### src/include/harness_defines.svh
//////////////////////////////
// harness glue build constants
// port counts, address map, switch latency
//////////////////////////////
`ifndef HARNESS_DEFINES_SVH
`define HARNESS_DEFINES_SVH

// external register bus fan-out
`define HARNESS_EXT_NPERIPH 4

// peripheral windows, one span per port starting at base
`define HARNESS_PERIPH_BASE 32'h2000_0000
`define HARNESS_PERIPH_SPAN 32'h1000

// stages of the power switch ack model
`define HARNESS_SWITCH_ACK_LATENCY 15

// power domains seen by the glue
`define HARNESS_NUM_BANKS 2
`define HARNESS_EXT_DOMAINS 2

// external interrupt lines
`define HARNESS_NEXT_INT 4

// dma trigger slots
`define HARNESS_DMA_CH_NUM 2

`endif

### src/hw/harness_pkg.sv
//////////////////////////////
// harness glue types
// bus fields, vectors, address rule table
//////////////////////////////
`include "harness_defines.svh"

package harness_pkg;

  // register bus fields
  typedef logic [31:0] reg_addr_t;
  typedef logic [31:0] reg_data_t;
  typedef logic [3:0]  reg_strb_t;

  // peripheral port select
  typedef logic [1:0] periph_idx_t;

  // one window of the address map, end is exclusive
  typedef struct packed {
    periph_idx_t idx;
    reg_addr_t   start_addr;
    reg_addr_t   end_addr;
  } addr_rule_t;

  typedef addr_rule_t [`HARNESS_EXT_NPERIPH-1:0] addr_rule_tbl_t;

  // power and event vectors
  typedef logic [`HARNESS_NUM_BANKS-1:0]   bank_vec_t;
  typedef logic [`HARNESS_EXT_DOMAINS-1:0] domain_vec_t;
  typedef logic [`HARNESS_NEXT_INT-1:0]    intr_vec_t;
  typedef logic [`HARNESS_DMA_CH_NUM-1:0]  dma_slot_vec_t;

  // windows are laid out back to back from the base
  function automatic addr_rule_tbl_t gen_periph_rules();
    addr_rule_tbl_t tbl;
    for (int i = 0; i < `HARNESS_EXT_NPERIPH; i++) begin
      tbl[i].idx        = periph_idx_t'(i);
      tbl[i].start_addr = reg_addr_t'(`HARNESS_PERIPH_BASE + i * `HARNESS_PERIPH_SPAN);
      tbl[i].end_addr   = reg_addr_t'(`HARNESS_PERIPH_BASE + (i + 1) * `HARNESS_PERIPH_SPAN);
    end
    return tbl;
  endfunction

  localparam addr_rule_tbl_t PERIPH_ADDR_RULES = gen_periph_rules();

endpackage

### src/hw/harness_glue_top.sv
//////////////////////////////
// harness glue top level
// bus routing, switch acks, irq and dma vectors
//////////////////////////////
`include "harness_defines.svh"

module harness_glue_top (
  input  logic                                             clk_i,
  input  logic                                             arst_n_i,
  // register bus
  input  logic                                             reg_valid_i,
  input  logic                                             reg_write_i,
  input  harness_pkg::reg_addr_t                           reg_addr_i,
  input  harness_pkg::reg_data_t                           reg_wdata_i,
  input  harness_pkg::reg_strb_t                           reg_wstrb_i,
  output harness_pkg::reg_data_t                           reg_rdata_o,
  output logic                                             reg_error_o,
  output logic                                             reg_ready_o,
  // peripheral ports
  output logic [`HARNESS_EXT_NPERIPH-1:0]                  periph_valid_o,
  output logic                                             periph_write_o,
  output harness_pkg::reg_addr_t                           periph_addr_o,
  output harness_pkg::reg_data_t                           periph_wdata_o,
  output harness_pkg::reg_strb_t                           periph_wstrb_o,
  input  harness_pkg::reg_data_t [`HARNESS_EXT_NPERIPH-1:0] periph_rdata_i,
  input  logic [`HARNESS_EXT_NPERIPH-1:0]                  periph_error_i,
  input  logic [`HARNESS_EXT_NPERIPH-1:0]                  periph_ready_i,
  // power switch requests and acks, active low
  input  logic                                             cpu_switch_n_i,
  input  logic                                             periph_switch_n_i,
  input  harness_pkg::bank_vec_t                           banks_switch_n_i,
  input  harness_pkg::domain_vec_t                         ext_switch_n_i,
  output logic                                             cpu_switch_ack_n_o,
  output logic                                             periph_switch_ack_n_o,
  output harness_pkg::bank_vec_t                           banks_switch_ack_n_o,
  output harness_pkg::domain_vec_t                         ext_switch_ack_n_o,
  // interrupts
  input  logic                                             memcopy_intr_i,
  input  logic                                             iffifo_intr_i,
  output harness_pkg::intr_vec_t                           intr_vector_ext_o,
  // dma trigger levels
  input  logic                                             iffifo_in_ready_i,
  input  logic                                             iffifo_out_valid_i,
  output harness_pkg::dma_slot_vec_t                       dma_slot_tx_o,
  output harness_pkg::dma_slot_vec_t                       dma_slot_rx_o
);

  harness_pkg::periph_idx_t dec_idx;
  logic                     dec_valid;
  logic                     dec_error;

  periph_addr_decode u_addr_decode (
    .clk_i       (clk_i),
    .arst_n_i    (arst_n_i),
    .addr_i      (reg_addr_i),
    .idx_o       (dec_idx),
    .dec_valid_o (dec_valid),
    .dec_error_o (dec_error)
  );

  periph_reg_demux u_reg_demux (
    .clk_i          (clk_i),
    .arst_n_i       (arst_n_i),
    .reg_valid_i    (reg_valid_i),
    .reg_write_i    (reg_write_i),
    .reg_addr_i     (reg_addr_i),
    .reg_wdata_i    (reg_wdata_i),
    .reg_wstrb_i    (reg_wstrb_i),
    .sel_idx_i      (dec_idx),
    .sel_valid_i    (dec_valid),
    .reg_rdata_o    (reg_rdata_o),
    .reg_error_o    (reg_error_o),
    .reg_ready_o    (reg_ready_o),
    .periph_valid_o (periph_valid_o),
    .periph_write_o (periph_write_o),
    .periph_addr_o  (periph_addr_o),
    .periph_wdata_o (periph_wdata_o),
    .periph_wstrb_o (periph_wstrb_o),
    .periph_rdata_i (periph_rdata_i),
    .periph_error_i (periph_error_i),
    .periph_ready_i (periph_ready_i)
  );

  // a decode miss ends in an immediate error with no port touched
  assert property (
    @(posedge clk_i) disable iff (!arst_n_i)
    (reg_valid_i && dec_error) |->
      (reg_ready_o && reg_error_o && (reg_rdata_o == '0) && (periph_valid_o == '0))
  ) else $error("unmapped access not answered with error");

  // switch cell models, one per domain group
  powergate_ack_delay #(
    .payload_t (logic)
  ) u_cpu_ack_delay (
    .clk_i          (clk_i),
    .arst_n_i       (arst_n_i),
    .switch_n_i     (cpu_switch_n_i),
    .switch_ack_n_o (cpu_switch_ack_n_o)
  );

  powergate_ack_delay #(
    .payload_t (logic)
  ) u_periph_ack_delay (
    .clk_i          (clk_i),
    .arst_n_i       (arst_n_i),
    .switch_n_i     (periph_switch_n_i),
    .switch_ack_n_o (periph_switch_ack_n_o)
  );

  powergate_ack_delay #(
    .payload_t (harness_pkg::bank_vec_t)
  ) u_banks_ack_delay (
    .clk_i          (clk_i),
    .arst_n_i       (arst_n_i),
    .switch_n_i     (banks_switch_n_i),
    .switch_ack_n_o (banks_switch_ack_n_o)
  );

  powergate_ack_delay #(
    .payload_t (harness_pkg::domain_vec_t)
  ) u_ext_ack_delay (
    .clk_i          (clk_i),
    .arst_n_i       (arst_n_i),
    .switch_n_i     (ext_switch_n_i),
    .switch_ack_n_o (ext_switch_ack_n_o)
  );

  // unused interrupt lines tied low
  always_comb begin
    intr_vector_ext_o    = '0;
    intr_vector_ext_o[0] = memcopy_intr_i;
    intr_vector_ext_o[1] = iffifo_intr_i;
  end

  // only slot 0 is wired to the interface fifo
  always_comb begin
    dma_slot_tx_o    = '0;
    dma_slot_rx_o    = '0;
    dma_slot_tx_o[0] = iffifo_in_ready_i;
    dma_slot_rx_o[0] = iffifo_out_valid_i;
  end

endmodule

### src/hw/periph_addr_decode.sv
//////////////////////////////
// register bus address decoder
// rule table lookup to port index
//////////////////////////////
`include "harness_defines.svh"

module periph_addr_decode (
  input  logic                      clk_i,
  input  logic                      arst_n_i,
  input  harness_pkg::reg_addr_t    addr_i,
  output harness_pkg::periph_idx_t  idx_o,
  output logic                      dec_valid_o,
  output logic                      dec_error_o
);

  // windows never overlap so at most one rule hits
  always_comb begin
    idx_o       = '0;
    dec_valid_o = 1'b0;
    for (int i = 0; i < `HARNESS_EXT_NPERIPH; i++) begin
      if ((addr_i >= harness_pkg::PERIPH_ADDR_RULES[i].start_addr) &&
          (addr_i <  harness_pkg::PERIPH_ADDR_RULES[i].end_addr)) begin
        idx_o       = harness_pkg::PERIPH_ADDR_RULES[i].idx;
        dec_valid_o = 1'b1;
      end
    end
  end

  // outside the span covered by all windows
  assign dec_error_o =
    (addr_i <  harness_pkg::PERIPH_ADDR_RULES[0].start_addr) ||
    (addr_i >= harness_pkg::PERIPH_ADDR_RULES[`HARNESS_EXT_NPERIPH-1].end_addr);

  // exactly one of hit and miss
  assert property (
    @(posedge clk_i) disable iff (!arst_n_i)
    dec_valid_o != dec_error_o
  ) else $error("decode valid and error not exclusive");

endmodule

### src/hw/periph_reg_demux.sv
//////////////////////////////
// register bus demultiplexer
// request fan-out, response select
//////////////////////////////
`include "harness_defines.svh"

module periph_reg_demux (
  input  logic                                             clk_i,
  input  logic                                             arst_n_i,
  // bus request side
  input  logic                                             reg_valid_i,
  input  logic                                             reg_write_i,
  input  harness_pkg::reg_addr_t                           reg_addr_i,
  input  harness_pkg::reg_data_t                           reg_wdata_i,
  input  harness_pkg::reg_strb_t                           reg_wstrb_i,
  // decoder result
  input  harness_pkg::periph_idx_t                         sel_idx_i,
  input  logic                                             sel_valid_i,
  // bus response side
  output harness_pkg::reg_data_t                           reg_rdata_o,
  output logic                                             reg_error_o,
  output logic                                             reg_ready_o,
  // peripheral ports
  output logic [`HARNESS_EXT_NPERIPH-1:0]                  periph_valid_o,
  output logic                                             periph_write_o,
  output harness_pkg::reg_addr_t                           periph_addr_o,
  output harness_pkg::reg_data_t                           periph_wdata_o,
  output harness_pkg::reg_strb_t                           periph_wstrb_o,
  input  harness_pkg::reg_data_t [`HARNESS_EXT_NPERIPH-1:0] periph_rdata_i,
  input  logic [`HARNESS_EXT_NPERIPH-1:0]                  periph_error_i,
  input  logic [`HARNESS_EXT_NPERIPH-1:0]                  periph_ready_i
);

  // shared request fields go to every port
  assign periph_write_o = reg_write_i;
  assign periph_addr_o  = reg_addr_i;
  assign periph_wdata_o = reg_wdata_i;
  assign periph_wstrb_o = reg_wstrb_i;

  // only the selected port sees valid
  always_comb begin
    periph_valid_o = '0;
    if (reg_valid_i && sel_valid_i) begin
      periph_valid_o[sel_idx_i] = 1'b1;
    end
  end

  // response from the selected port
  always_comb begin
    if (sel_valid_i) begin
      reg_rdata_o = periph_rdata_i[sel_idx_i];
      reg_error_o = periph_error_i[sel_idx_i];
      reg_ready_o = periph_ready_i[sel_idx_i];
    end else begin
      // unmapped address, answered right away
      reg_rdata_o = '0;
      reg_error_o = 1'b1;
      reg_ready_o = 1'b1;
    end
  end

  // never two ports selected
  assert property (
    @(posedge clk_i) disable iff (!arst_n_i)
    $onehot0(periph_valid_o)
  ) else $error("more than one peripheral port valid");

  // stalled requests stay put until ready
  assert property (
    @(posedge clk_i) disable iff (!arst_n_i)
    (reg_valid_i && !reg_ready_o) |=> (reg_valid_i && $stable(reg_addr_i))
  ) else $error("request dropped or changed before ready");

endmodule

### src/hw/powergate_ack_delay.sv
//////////////////////////////
// power switch ack model
// fixed delay shift line
//////////////////////////////
`include "harness_defines.svh"

module powergate_ack_delay #(
  parameter type         payload_t = logic,
  parameter int unsigned LATENCY   = `HARNESS_SWITCH_ACK_LATENCY
) (
  input  logic     clk_i,
  input  logic     arst_n_i,
  input  payload_t switch_n_i,
  output payload_t switch_ack_n_o
);

  // one register per switch cell stage
  payload_t stage_q [LATENCY];

  always_ff @(posedge clk_i or negedge arst_n_i) begin
    if (!arst_n_i) begin
      // all switches start open
      for (int i = 0; i < LATENCY; i++) begin
        stage_q[i] <= '1;
      end
    end else begin
      stage_q[0] <= switch_n_i;
      for (int i = 1; i < LATENCY; i++) begin
        stage_q[i] <= stage_q[i-1];
      end
    end
  end

  // last stage is the ack
  assign switch_ack_n_o = stage_q[LATENCY-1];

  // ack is always known once out of reset
  assert property (
    @(posedge clk_i) disable iff (!arst_n_i)
    !$isunknown(switch_ack_n_o)
  ) else $error("switch ack unknown");

endmodule

### config.mk
export PLATFORM = sky130hd
export DESIGN_NAME = harness_glue_top
export DESIGN_NICKNAME = d
export VERILOG_FILES = /design/src/hw/harness_pkg.sv /design/src/hw/harness_glue_top.sv /design/src/hw/periph_addr_decode.sv /design/src/hw/periph_reg_demux.sv /design/src/hw/powergate_ack_delay.sv
export VERILOG_INCLUDE_DIRS = /design/src /design/src/include
export SDC_FILE = /design/constraint.sdc
export NUM_CORES = 1
export LEC_CHECK = 0
export BUFFER_PORTS_ARGS = -buffer_cell sky130_fd_sc_hd__clkbuf_2
export CAP_MARGIN = 0
export CORE_AREA = 4 4 131 133
export DETAILED_ROUTE_END_ITERATION = 6
export DIE_AREA = 0 0 135 137
export GPL_TIMING_DRIVEN = 0
export PLACE_DENSITY = 0.56
export SYNTH_ARGS = -nofsm -noshare
export SYNTH_HDL_FRONTEND = slang
export SYNTH_HIERARCHICAL = 1
export SYNTH_SLANG_ARGS = --single-unit
### constraint.sdc
create_clock -name clk_i -period 4.1 [get_ports clk_i]
set_input_delay 0.41 -clock clk_i [delete_from_list [all_inputs] [get_ports clk_i]]
set_output_delay 0.41 -clock clk_i [all_outputs]
set_load 0.05 [all_outputs]
==> flow_metrics.tcl, run 1 <==
set metrics [dict create \
    slowest_stage "nor4_1" \
    rows 46 \
    finish.utilization 0.388 \
    cts_tree "done" \
    r2r_cells 0 \
    skew_ps 2.66 \
    start_util 0.260 \
    dp_hpwl_mm 11.9 \
    first_pass_iters 4 \
    clock_path_buffers 2 \
    multi_input_area_um2 1040 \
    fin_crit_sh 0.904 \
    viasPerCell 4.09 \
    maxCapViolations 0 \
    drive_gt1_frac 0.802 \
    fmax_mhz 270 \
    tightest_slew_ps 1100 \
    hold_depth 1 \
    final_area_um2 6140 \
    dp_cells 806 \
    drt-initial-drc-count 164 \
    layoutNonFillerInstCount 822 \
    grt_pass1_vias 3368 \
    ios 339 \
    ir_drop_mv 0.271 \
    crit_type "input pin to primary output" \
    drc 0 \
    final_common_cell "clkbuf_2" \
    seq_area_um2 2360 \
    combPwrFrac 0.180 \
    path_clk_slew_ps 60 \
    cts.sinks 90 \
    power.switching_uw 542 \
    core_area_um2 15800 \
    final_nets 819 \
    leakage_uw 0.00295 \
    grt_antenna_before_repair 1 \
    rsz0062_at_grt "false" \
    drv_slew 0 \
    die_w_um 135 \
    post_dp_cell_area_um2 5840 \
    grt_pass1_wl_mm 18.5 \
    synth.avg_cell_area_um2 13.5 \
    crit_top_cell "clkbuf_2" \
    cts_resized 0 \
    track_usage 0.132 \
    min_path_type "input pin to flop" \
    hold_viol_final 0 \
    overflow 0 \
    mappedNetlistArea_um2 4120 \
    place_congestion 0.948 \
    yosysWarnings 6 \
    die_area_um2 18500 \
    p_seq_frac 0.456 \
    worstPathCellList "clkbuf_2 -> nor4_2 -> nand4_1 -> nor4_1 -> nand2_1 -> clkbuf_1 -> o22ai_1 -> clkbuf_2" \
    num_vias 3363 \
    root_buffer "clkbuf_16" \
    fill_cells 1616 \
    syn2layout_area_growth_pct 49.0 \
    drt-wirelength-per-cell_um 16.8 \
    crit_required_ps 3690 \
    cts_buffers 9 \
    synth_cells 305 \
    die_h_um 137 \
    critPathLaunchType "input pin" \
    arrival_ps 3300 \
    crit_fanout 10 \
    setup_viol 0 \
    antenna_cells 0 \
    final_cell_mix "clkbuf_2, dfstp_2, buf_4, mux2i_1, o22ai_1" \
    p_clk_frac 0.364 \
    slew_headroom 0.263 \
    io_buffers 281 \
    clk_latency_ps 320 \
    critPathMaxStageDelay_ps 860 \
    ctsHoldBuffers 0 \
    p_per_area_nw_per_um2 350 \
    switching_share 0.252 \
    finalCriticalPeriod_ps 3710 \
    crit_path_end_kind "primary output" \
    cts_setup_buffers 0 \
    grt_max_degree 72 \
    setup-tns-final_ps 0 \
    htreeDepth 3 \
    ant_nets 0 \
    routed_wl_mm 13.8 \
    status "complete, no violations" \
    p_int_uw 1610 \
]
[layer usage]
metal | vias to the layer above | wire length (um) | track usage
li1 | 1571 | - | -
met2 | 194 | 6620 | 0.205
met5 | - | 15 | 0
met1 | 1579 | 5130 | 0.164
met4 | 2 | 151 | 0.0286
met3 | 17 | 1930 | 0.0710
[critical path, delay by kind of cell]
family / cells / cell delay, ps
AND/OR/NAND/NOR: 4 / 1710
AO/OA/AOI/OAI: 1 / 320
buffers and inverters: 3 / 850
[power groups by stage]
stage / clock network (uW) / registers, uW / logic [uW]
floorplan: 0 / 994 / 236
global placement: 0 / 991 / 382
detailed placement: 0 / 994 / 389
CTS: 814 / 982 / 390
global route: 856 / 984 / 409
finish: 783 / 981 / 387
[final timing paths]
check,startpoint,to,slack [ps]
setup / recovery,reg_addr_i[25],reg_rdata_o[13],390
hold / removal,periph_switch_n_i,u_periph_ack_delay/stage_q[14],160
setup reg to reg,u_periph_ack_delay/stage_q[5],u_periph_ack_delay/stage_q[4],3520
hold reg to reg,u_ext_ack_delay/stage_q[11],u_ext_ack_delay/stage_q[9],350
max in group asynchronous,arst_n_i,u_cpu_ack_delay/stage_q[2],3460
min in group asynchronous,arst_n_i,u_periph_ack_delay/stage_q[13],240
[state kept, by name, indices dropped and copies added, names as in the netlist]
name / flops
u_ext_ack_delay/switch_ack_n_o: 2
u_cpu_ack_delay/stage_q: 14
u_ext_ack_delay/stage_q: 28
u_banks_ack_delay/switch_ack_n_o: 2
u_periph_ack_delay/switch_ack_n_o: 1
u_periph_ack_delay/stage_q: 14
u_banks_ack_delay/stage_q: 28
u_cpu_ack_delay/switch_ack_n_o: 1
[area by class of cell]
class,count,area share
Buffer,96,0.118
Clock buffer,15,0.0485
Clock inverter,1,0.000815
Inverter,1,0.000611
Multi-Input combinational cell,121,0.169
Sequential cell,90,0.385
Tap cell,216,0.0440
Timing Repair Buffer,282,0.234
[per-stage QoR]
stage	total power [uW]	hold slack [ps]	setup WS, ps
final	2150	162	394
after global routing	2250	149	203
after CTS	2190	146	339
after detailed placement	1380	347	336
after global placement	1370	345	365
after floorplan	1230	262	1030
No activity file was read; power rests on OpenSTA's default activity.
==> run 2: changes to the inputs <==
--- a/config.mk
+++ b/config.mk
@@ -6,13 +6,16 @@
 export SDC_FILE = /design/constraint.sdc
 export NUM_CORES = 1
 export LEC_CHECK = 0
+export ABC_AREA = 1
 export BUFFER_PORTS_ARGS = -buffer_cell sky130_fd_sc_hd__clkbuf_2
 export CAP_MARGIN = 0
-export CORE_AREA = 4 4 131 133
+export CELL_PAD_IN_SITES_DETAIL_PLACEMENT = 0
+export CELL_PAD_IN_SITES_GLOBAL_PLACEMENT = 1
+export CORE_MARGIN = 4
+export CORE_UTILIZATION = 30
 export DETAILED_ROUTE_END_ITERATION = 6
-export DIE_AREA = 0 0 135 137
 export GPL_TIMING_DRIVEN = 0
-export PLACE_DENSITY = 0.56
+export PLACE_DENSITY = 0.85
 export SYNTH_ARGS = -nofsm -noshare
 export SYNTH_HDL_FRONTEND = slang
 export SYNTH_HIERARCHICAL = 1
==> flow_metrics.tcl, run 2 <==
set metrics [dict create \
    status "complete, no violations" \
    dp_hpwl_mm 13.0 \
    cts_resized 0 \
    rsz0062_at_grt "false" \
    maxCapViolations 0 \
    slew_headroom 0.550 \
    io_buffers 281 \
    regToRegStartpoint "u_banks_ack_delay/stage_q[2]" \
    routed_wl_mm 15.8 \
    use_met2 0.286 \
    num_vias 4444 \
    synth.avg_cell_area_um2 8.81 \
    overflow 0 \
    leakage_uw 0.00365 \
    root_buffer "clkbuf_16" \
    die_w_um 132 \
    syn2layout_area_growth_pct 42.7 \
    crit_type "input pin to primary output" \
    use_met1 0.214 \
    r2r_setup_slack_ps 3520 \
    viasPerCell 4.39 \
    antenna_cells 0 \
    track_usage 0.174 \
    crit_required_ps 3690 \
    dpl_worst_slack_ps 1040 \
    fin_ws_ps 1120 \
    rows 45 \
    worstPathCellList "clkbuf_2 -> nor2_1 -> nand2_1 -> nor2_4 -> nand3_1 -> nand3b_1 -> nand3_1 -> clkinv_1 -> clkbuf_1 -> nor2_1 -> clkbuf_2" \
    cts.sinks 90 \
    arrival_ps 2570 \
    htreeDepth 3 \
    finalCriticalPeriod_ps 2980 \
    yosysWarnings 6 \
    final_cell_mix "clkbuf_2, nand2_1, nand3_1, dfstp_2, buf_4" \
    finish.utilization 0.435 \
    clk_latency_ps 330 \
    p_per_area_nw_per_um2 336 \
    hold_end "u_banks_ack_delay/stage_q[29]" \
    final_nets 1038 \
    skew_ps 5.06 \
    ir_drop_mv 0.248 \
    hold_depth 1 \
    drt-wirelength-per-cell_um 15.6 \
    crit_fanout 10 \
    fin_crit_sh 0.726 \
    critPathLaunchType "input pin" \
    reg_top3 "u_banks_ack_delay/stage_q (28), u_ext_ack_delay/stage_q (28)" \
    die_h_um 132 \
    ios 339 \
    hold_start "banks_switch_n_i[1]" \
    final_common_cell "clkbuf_2" \
    globalRoute.busiestLayer "met2" \
    path_clk_slew_ps 60 \
    min_path_type "input pin to flop" \
    synth_cells 524 \
    grt_antenna_before_repair 2 \
    critPathMaxStageDelay_ps 410 \
    fmax_mhz 336 \
    die_area_um2 17400 \
    first_pass_iters 5 \
    ctsHoldBuffers 0 \
    crit_path_end_kind "primary output" \
    r2r-end "u_banks_ack_delay/switch_ack_n_o[0]" \
    drc 0 \
    cts_buffers 9 \
    clock_path_buffers 2 \
    cts_setup_buffers 0 \
    grt_pass1_wl_mm 23.5 \
    ant_nets 0 \
    drive_gt1_frac 0.617 \
    r2r_cells 0 \
    setup-tns-final_ps 0 \
    grt_max_degree 78 \
    start_util 0.305 \
    hold_viol_final 0 \
    setup_viol 0 \
    cts_tree "done" \
    drv_slew 0 \
    slowest_stage "clkbuf_1" \
    tightest_slew_ps 675 \
    place_congestion 0.871 \
    drt-initial-drc-count 284 \
    grt_pass1_vias 4265 \
    grtUsageMet3 0.0618 \
    mappedNetlistArea_um2 4610 \
    core_area_um2 15100 \
]
[run 2: cell types whose count changed in the layout (fill, tap and decap cells not counted), moves of 4 or more]
cell,previous run,this run
inv_1,1,6
nand2_1,2,106
nand3_1,1,106
buf_2,1,13
mux2i_1,64,0
nor2_1,3,75
nand2_2,0,5
o22ai_1,32,0
clkbuf_8,5,1
nor2_2,0,4
buf_6,3,8
[run 2: cell type report]
type	count	area, um2
well taps	188	235
inverters	10	40.0
plain buffers	109	805
multi-input cells	318	1420
clock buffers	12	246
repair buffers	282	1440
fillers	1570	8560
flip-flops and latches	90	2360
clock inverters	3	40.0
[run 2: worst max path at each step]
stage	from	end	slack [ps]	depth (start not counted)
4_1_cts	reg_addr_i[23]	reg_rdata_o[22]	1040	11
3_3_place_gp	reg_addr_i[20]	reg_rdata_o[22]	1060	11
5_1_grt	reg_addr_i[23]	reg_rdata_o[22]	820	12
3_5_place_dp	reg_addr_i[23]	reg_rdata_o[22]	1040	11
2_1_floorplan	reg_addr_i[20]	periph_valid_o[3]	1120	12
6_report	reg_addr_i[23]	reg_rdata_o[22]	1120	11
[run 2: metrics by stage]
step                      cells  cell area (um2)  hold WS [ps]  power [uW]
after floorplan             527             4630           262        1290
final                      1012             6580           158        2210
after CTS                  1012             6580           139        2250
after detailed placement    997             6300           347        1460
after global placement      996             6270           345        1450
after global routing       1012             6580           135        2320
[run 2: report_power, final]
part	internal, uW	switching, uW	leakage, uW
Clock	483	287	0.000142
Sequential	969	12.9	0.000946
Combinational	156	304	0.00256
[run 2: metal layers]
| metal | vias to the layer above | wire, um |
|---|---|---|
| li1 | 2178 | - |
| met1 | 1990 | 6210 |
| met2 | 244 | 7670 |
| met3 | 28 | 1490 |
| met4 | 4 | 400 |
| met5 | - | 27 |
[run 2: critical path, delay by kind of cell]
family | cells | cell delay (ps)
buf+inv | 4 | 1100
simple gates | 7 | 1050
